[config.mk]
export PLATFORM = sky130hd
export DESIGN_NAME = cla_wb_top
export DESIGN_NICKNAME = d
export VERILOG_FILES = /design/src/cla_pkg.sv /design/src/cla_add_if.sv /design/src/cla_wb_regs.sv /design/src/cla_lookahead_adder.sv /design/src/cla_saturate.sv /design/src/cla_wb_top.sv
export SDC_FILE = /design/constraint.sdc
export NUM_CORES = 1
export LEC_CHECK = 0
export BUFFER_PORTS_ARGS = -buffer_cell sky130_fd_sc_hd__buf_4
export CORE_ASPECT_RATIO = 1.1
export CORE_UTILIZATION = 35
export CTS_CLUSTER_SIZE = 30
export DETAILED_ROUTE_END_ITERATION = 6
export HOLD_SLACK_MARGIN = 0.02
export MAX_ROUTING_LAYER = met4
export PLACE_DENSITY = 0.6
export SYNTH_ARGS = -nofsm -noshare
export SYNTH_HDL_FRONTEND = slang
export SYNTH_SLANG_ARGS = --single-unit
[constraint.sdc]
create_clock -name clk_i -period 4.75 [get_ports clk_i]
set_clock_uncertainty 0.1 [all_clocks]
set_input_delay 0.475 -clock clk_i [delete_from_list [all_inputs] [get_ports clk_i]]
set_output_delay 0.475 -clock clk_i [all_outputs]
set_load 0.05 [all_outputs]
[src/cla_pkg.sv]
package cla_pkg;

    localparam int operand_w = 8;   // adder operand width
    localparam int wb_data_w = 16;  // bus data width
    localparam int wb_addr_w = 2;   // word address width

    typedef logic signed [operand_w-1:0] operand_t;  // two's complement operand
    typedef logic [wb_data_w-1:0]        wb_data_t;
    typedef logic [wb_addr_w-1:0]        wb_addr_t;

    localparam wb_addr_t addr_a      = 2'd0;  // operand a, signed
    localparam wb_addr_t addr_b      = 2'd1;  // operand b, signed
    localparam wb_addr_t addr_ctrl   = 2'd2;  // control, saturation enable
    localparam wb_addr_t addr_result = 2'd3;  // result word, read only

    localparam int ctrl_sat_bit  = 0;   // saturation enable in ctrl
    localparam int res_ovf_bit   = 8;   // overflow flag in result word
    localparam int res_uvf_bit   = 9;   // underflow flag
    localparam int res_carry_bit = 10;  // unsigned carry out

    localparam operand_t sat_max = operand_t'(127);   // clamp on overflow
    localparam operand_t sat_min = operand_t'(-128);  // clamp on underflow

    typedef struct packed {
        logic     carry;  // ninth bit of unsigned sum
        logic     uvf;
        logic     ovf;
        operand_t sum;    // wrapped or clamped sum
    } result_t;

endpackage

[src/cla_add_if.sv]
`timescale 1ns/1ns

interface cla_add_if;
    import cla_pkg::*;

    operand_t a;      // operand a, from register block
    operand_t b;      // operand b
    operand_t sum;    // raw wrapped sum from lookahead adder
    logic     carry;  // carry out of msb

    // register block owns the operands
    modport regs (
        output a, b
    );

    modport adder (
        input  a, b,
        output sum, carry
    );

    modport sat (
        input a, b, sum, carry
    );
endinterface

[src/cla_wb_regs.sv]
`timescale 1ns/1ns

module cla_wb_regs (
    input  logic              clk_i,
    input  logic              rst_n,
    input  logic              cyc,     // wishbone cycle
    input  logic              stb,     // wishbone strobe
    input  logic              we,      // write enable
    input  cla_pkg::wb_addr_t adr,     // word address
    input  cla_pkg::wb_data_t dat_w,   // write data
    output cla_pkg::wb_data_t dat_r,   // read data, valid with ack
    output logic              ack,     // one cycle acknowledge
    cla_add_if.regs           ops,     // operands to adder and saturate
    output logic              sat_en,  // saturation enable
    input  cla_pkg::result_t  result   // registered result
);
    import cla_pkg::*;

    logic req;    // valid bus request
    logic wr_en;  // write strobe, first cycle of an access only

    assign req   = cyc & stb;
    assign wr_en = req & we & ~ack;  // no double write while ack is high

    // ack follows the request by one cycle, never two in a row
    always_ff @(posedge clk_i)
    begin
        if (!rst_n)
        begin
            ack <= 1'b0;
        end
        else
        begin
            ack <= req & ~ack;  // drops after one cycle even if stb held
        end
    end

    // operand and control registers
    always_ff @(posedge clk_i)
    begin
        if (!rst_n)
        begin
            ops.a  <= '0;
            ops.b  <= '0;
            sat_en <= 1'b0;
        end
        else if (wr_en)
        begin
            case (adr)
                addr_a:
                begin
                    ops.a <= operand_t'(dat_w[operand_w-1:0]);  // low byte only
                end
                addr_b:
                begin
                    ops.b <= operand_t'(dat_w[operand_w-1:0]);
                end
                addr_ctrl:
                begin
                    sat_en <= dat_w[ctrl_sat_bit];
                end
                addr_result:
                begin
                    // read only, write dropped
                end
            endcase
        end
    end

    // read mux, held stable by the master while ack is high
    always_comb
    begin
        dat_r = '0;  // unused bits read as zero
        case (adr)
            addr_a:
            begin
                dat_r = {{(wb_data_w-operand_w){ops.a[operand_w-1]}}, ops.a};  // sign extend
            end
            addr_b:
            begin
                dat_r = {{(wb_data_w-operand_w){ops.b[operand_w-1]}}, ops.b};
            end
            addr_ctrl:
            begin
                dat_r[ctrl_sat_bit] = sat_en;
            end
            addr_result:
            begin
                dat_r[res_carry_bit]  = result.carry;
                dat_r[res_uvf_bit]    = result.uvf;
                dat_r[res_ovf_bit]    = result.ovf;
                dat_r[operand_w-1:0] = result.sum;  // sum in low byte
            end
        endcase
    end

endmodule

[src/cla_lookahead_adder.sv]
`timescale 1ns/1ns

module cla_lookahead_adder (
    cla_add_if.adder ops  // operands in, raw sum and carry out
);
    import cla_pkg::*;

    logic [operand_w-1:0] p;  // propagate per bit
    logic [operand_w-1:0] g;  // generate per bit
    logic [operand_w:0]   c;  // c[i] is carry into bit i

    // terms[i] are the product terms of carry c[i+1]
    // bit 0 is the carry-in path, bit j+1 starts at generate g[j]
    logic [operand_w-1:0][operand_w:0] terms;

    assign p    = ops.a | ops.b;  // a or b
    assign g    = ops.a & ops.b;  // a and b
    assign c[0] = 1'b0;           // no carry-in

    // full lookahead, every carry straight from p, g and c[0]
    for (genvar i = 0; i < operand_w; i++)
    begin : g_carry
        assign terms[i][0] = c[0] & (&p[i:0]);  // carry-in through all propagates

        for (genvar j = 0; j < operand_w; j++)
        begin : g_term
            if (j == i)
            begin : g_own
                assign terms[i][j+1] = g[j];  // own generate
            end
            else if (j < i)
            begin : g_lower
                assign terms[i][j+1] = g[j] & (&p[i:j+1]);  // lower generate, higher propagates
            end
            else
            begin : g_none
                assign terms[i][j+1] = 1'b0;  // bits above i do not feed c[i+1]
            end
        end

        assign c[i+1] = |terms[i];  // or of all product terms
    end

    // sum bits
    for (genvar k = 0; k < operand_w; k++)
    begin : g_sum
        assign ops.sum[k] = ops.a[k] ^ ops.b[k] ^ c[k];
    end

    assign ops.carry = c[operand_w];  // unsigned ninth bit

endmodule

[src/cla_saturate.sv]
`timescale 1ns/1ns

module cla_saturate (
    input  logic             clk_i,
    input  logic             rst_n,
    cla_add_if.sat           ops,     // operands and raw sum
    input  logic             sat_en,  // clamp on ovf or uvf
    output cla_pkg::result_t result   // registered result word
);
    import cla_pkg::*;

    logic    ovf;       // two non-negative operands, negative sum
    logic    uvf;       // two negative operands, non-negative sum
    result_t result_d;  // next result

    assign ovf = ~ops.a[operand_w-1] & ~ops.b[operand_w-1] &  ops.sum[operand_w-1];
    assign uvf =  ops.a[operand_w-1] &  ops.b[operand_w-1] & ~ops.sum[operand_w-1];

    always_comb
    begin
        result_d.carry = ops.carry;  // carry never clamped
        result_d.uvf   = uvf;        // flags reported with or without clamp
        result_d.ovf   = ovf;
        result_d.sum   = ops.sum;    // wrapped sum by default
        if (sat_en && ovf)
        begin
            result_d.sum = sat_max;  // +127
        end
        else if (sat_en && uvf)
        begin
            result_d.sum = sat_min;  // -128
        end
    end

    // one register stage after the operand registers
    always_ff @(posedge clk_i)
    begin
        if (!rst_n)
        begin
            result <= '0;
        end
        else
        begin
            result <= result_d;
        end
    end

endmodule

[src/cla_wb_top.sv]
`timescale 1ns/1ns

module cla_wb_top (
    input  logic              clk_i,
    input  logic              rst_n,
    input  logic              cyc,    // wishbone classic slave
    input  logic              stb,
    input  logic              we,
    input  cla_pkg::wb_addr_t adr,    // word address
    input  cla_pkg::wb_data_t dat_w,
    output cla_pkg::wb_data_t dat_r,
    output logic              ack
);
    import cla_pkg::*;

    result_t result;  // saturate stage to read mux
    logic    sat_en;  // ctrl register to saturate stage

    cla_add_if i_add_if ();  // operands and raw sum

    // bus side, operand and control registers
    cla_wb_regs i_wb_regs (
        .clk_i  (clk_i),
        .rst_n  (rst_n),
        .cyc    (cyc),
        .stb    (stb),
        .we     (we),
        .adr    (adr),
        .dat_w  (dat_w),
        .dat_r  (dat_r),
        .ack    (ack),
        .ops    (i_add_if.regs),
        .sat_en (sat_en),
        .result (result)
    );

    // combinational 8-bit lookahead adder
    cla_lookahead_adder i_adder (
        .ops (i_add_if.adder)
    );

    // flags, clamp, result register
    cla_saturate i_saturate (
        .clk_i  (clk_i),
        .rst_n  (rst_n),
        .ops    (i_add_if.sat),
        .sat_en (sat_en),
        .result (result)
    );

endmodule

==> reports/qor.yml <==
timing:
  setup_viol: 0
  hold-worst-slack_ps: 336.4
  hold_viol_final: 0
  finalCriticalPeriod_ps: 2342
  maxSlewHeadroom_pct: 16.08
  tightest_slew_ps: 1256
  fin_setup_tns_ps: 0
  slew_violations: 0
  layout_worst_path_cycle_share_pct: 49.31
  fmaxAchievable_ghz: 0.4270
  rsz0062_at_grt: "false"
power_and_ir_drop:
  p_per_area_nw_per_um2: 249.8
  p_sw_share_pct: 23.40
  comb_power_share_pct: 8.6
  ir_drop_mv: 0.09498
  p_leak_nw: 0.8831
  internal_power_uw: 394.7
  pwr-share-clk_pct: 43.2
  p_seq_share_pct: 48.2
  p_sw_uw: 120.6
cells_and_area:
  stdcell_count: 281
  final_cell_mix: "32 x buf_4, 29 x dfxtp_1, 24 x nor2_1"
  antenna_cells: 0
  final_common_cell: "buf_4"
  postLayoutCellArea_um2: 2063
  final_util_pct: 44.35
  syn_to_final_growth_pct: 20.98
  final_nets: 263
  fill_cells: 481
  layout-drive-gt1-share_pct: 21.33
  ff_latch_area_um2: 580.6
  multi_input_area_um2: 999.7
route:
  drtIter0Drc: 36
  drt.antenna.violating_nets: 0
  vias: 1363
  vias_per_cell: 4.851
  first_pass_iters: 4
  drc: 0
  avgRoutedWirePerCell_um: 12.59
  routed_wl_mm: 3.537
critical_path:
  crit_path_start_kind: "register"
  cp_slowest_stage_delay_ps: 1010
  worst-setup-path-type: "reg2reg"
  crit_path_cell_trace: "nor2_1 > nand2_1 > nor3b_1 > buf_4 > mux2i_1 > nor2_1"
  path_common_cell: "nor2_1"
  crit_path_max_fanout: 5
  required_ps: 4800
  crit_family: "simple AND/OR/NAND/NOR gates"
  cp.arrival_ps: 2390
  crit_buf_inv: 1
  slowest_stage: "nor3b_1"
  crit_path_end_kind: "register"
placement:
  dp.cells: 273
  gp_congestion: 0.7408
  place_area_um2: 1962
  io_buffers: 31
  dp_hpwl_mm: 2.516
synthesis:
  ys_seq_area_share_pct: 34.04
  async_reset_ff_share_pct: 0
  ys_warn_count: 0
  synthFlopType: "dfxtp_1"
  netlist_instances: 195
  syn-mean-instance-area_um2: 8.746
  syn_area_um2: 1705
  synth_nets: 234
  synth-edff-count: 0
  synth.distinct_cells: 37
  synth-seq-cells: 29
floorplanning:
  fp-row-count: 26
  ios: 40
  die_w_um: 68.56
  die_area_um2: 5156
  core_um2: 4652
  die_h_um: 75.21
  start_util_pct: 36.66
hold_path:
  min_path_type: "in2reg"
cts:
  clock_sinks: 29
  cts_resized: 0
  cts_hold_buffers: 0
  clock_latency_ps: 280
  htree_levels: 2
  cts_tree: "done"
  clk_pin_slew_ps: 60
  cts_buffers: 5
  root_buffer: "clkbuf_8"
  post-cts-setup-buffer-count: 0
  cts_max_path_buffers: 2
grt:
  antenna_found_initial: 0
  grt_pass1_vias: 1199
  gr-total-overflow: 0
  track_usage_pct: 15.84
  grt_pass1_wl_mm: 5.533
  grt_start_max_net_pins: 26
run_status:
  status: "finished clean"
flow_run:
  drv_cap: 0
==> power by group through the flow <==
stage	logic (mW)	clock network (mW)	registers [mW]
after floorplan	0.0249	0	0.255
after global placement	0.0449	0	0.254
after global routing	0.0489	0.240	0.249
after CTS	0.0453	0.229	0.248
final	0.0444	0.222	0.249
after detailed placement	0.0452	0	0.254
==> through the flow <==
step	power [mW]	setup WS [ps]
2_1_floorplan	0.2794	2413
3_3_place_gp	0.2987	2111
3_5_place_dp	0.2991	2130
4_1_cts	0.5224	2384
5_1_grt	0.5375	2281
6_report	0.5153	2408
==> cell usage after synthesis (2+ instances only) <==
cell / instances / area [um^2]
dfxtp_1: 29 / 580.6
nor2_1: 24 / 90.09
inv_1: 18 / 67.56
mux2i_1: 18 / 180.2
nand2_1: 16 / 60.06
ha_1: 15 / 187.7
o21ai_0: 9 / 45.04
a21oi_1: 8 / 40.04
a22o_1: 6 / 52.55
clkbuf_1: 5 / 18.77
o31ai_1: 5 / 37.54
buf_4: 4 / 30.03
nor3_1: 4 / 20.02
nor3b_1: 4 / 30.03
nand2b_1: 3 / 18.77
nor2b_1: 3 / 18.77
and2_1: 2 / 12.51
xnor2_1: 2 / 17.52
xor2_1: 2 / 17.52
==> worst paths after layout <==
kind / from / endpoint / slack (ps) / depth (start not counted)
setup / recovery: i_wb_regs.ack / i_wb_regs.ops.b[7] / 2410 / 6
hold / removal: dat_w[4] / i_wb_regs.ops.a[4] / 340 / 3
hold reg to reg: i_wb_regs.ack / i_wb_regs.ack / 350 / 1
setup reg to reg: i_wb_regs.ack / i_wb_regs.ops.b[7] / 2410 / 6
==> layer usage <==
layer,global-route usage [%],wire [um]
met1,18.27,1669
met2,25.16,1610
met4,9.028,80
met3,3.333,176
met5,-,0
==> kinds of logic after synthesis <==
group,after synthesis,synth area share (%)
AND/OR/NAND/NOR,63,17.39
AO/OA/AOI/OAI,34,14.16
buffers and inverters,29,7.336
flip-flops,29,34.04
multiplexers,19,11.89
adder cells (fa/ha/maj),16,12.18
XOR/XNOR,5,3.009
==> registers in the layout (all words and copies together), names as in the netlist <==
signal             flops
i_wb_regs.ops.a        8
i_wb_regs.ack          1
i_saturate.result     11
i_wb_regs.ops.b        8
i_wb_regs.sat_en       1
==> tightest hold or removal path, stage by stage <==
cell and delay, ps:
buf_4 80, mux2i_1 60, nor2_1 70
==> cell type report <==
cell class	instances	share of cell area, %
timing repair buffer	32	11.64
clock inverter	1	0.2426
multi-input combinational	137	48.45
tap	56	3.396
inverter	19	3.457
clock buffer	7	4.669
sequential	29	28.14
Power figures use the tool's default switching activity.
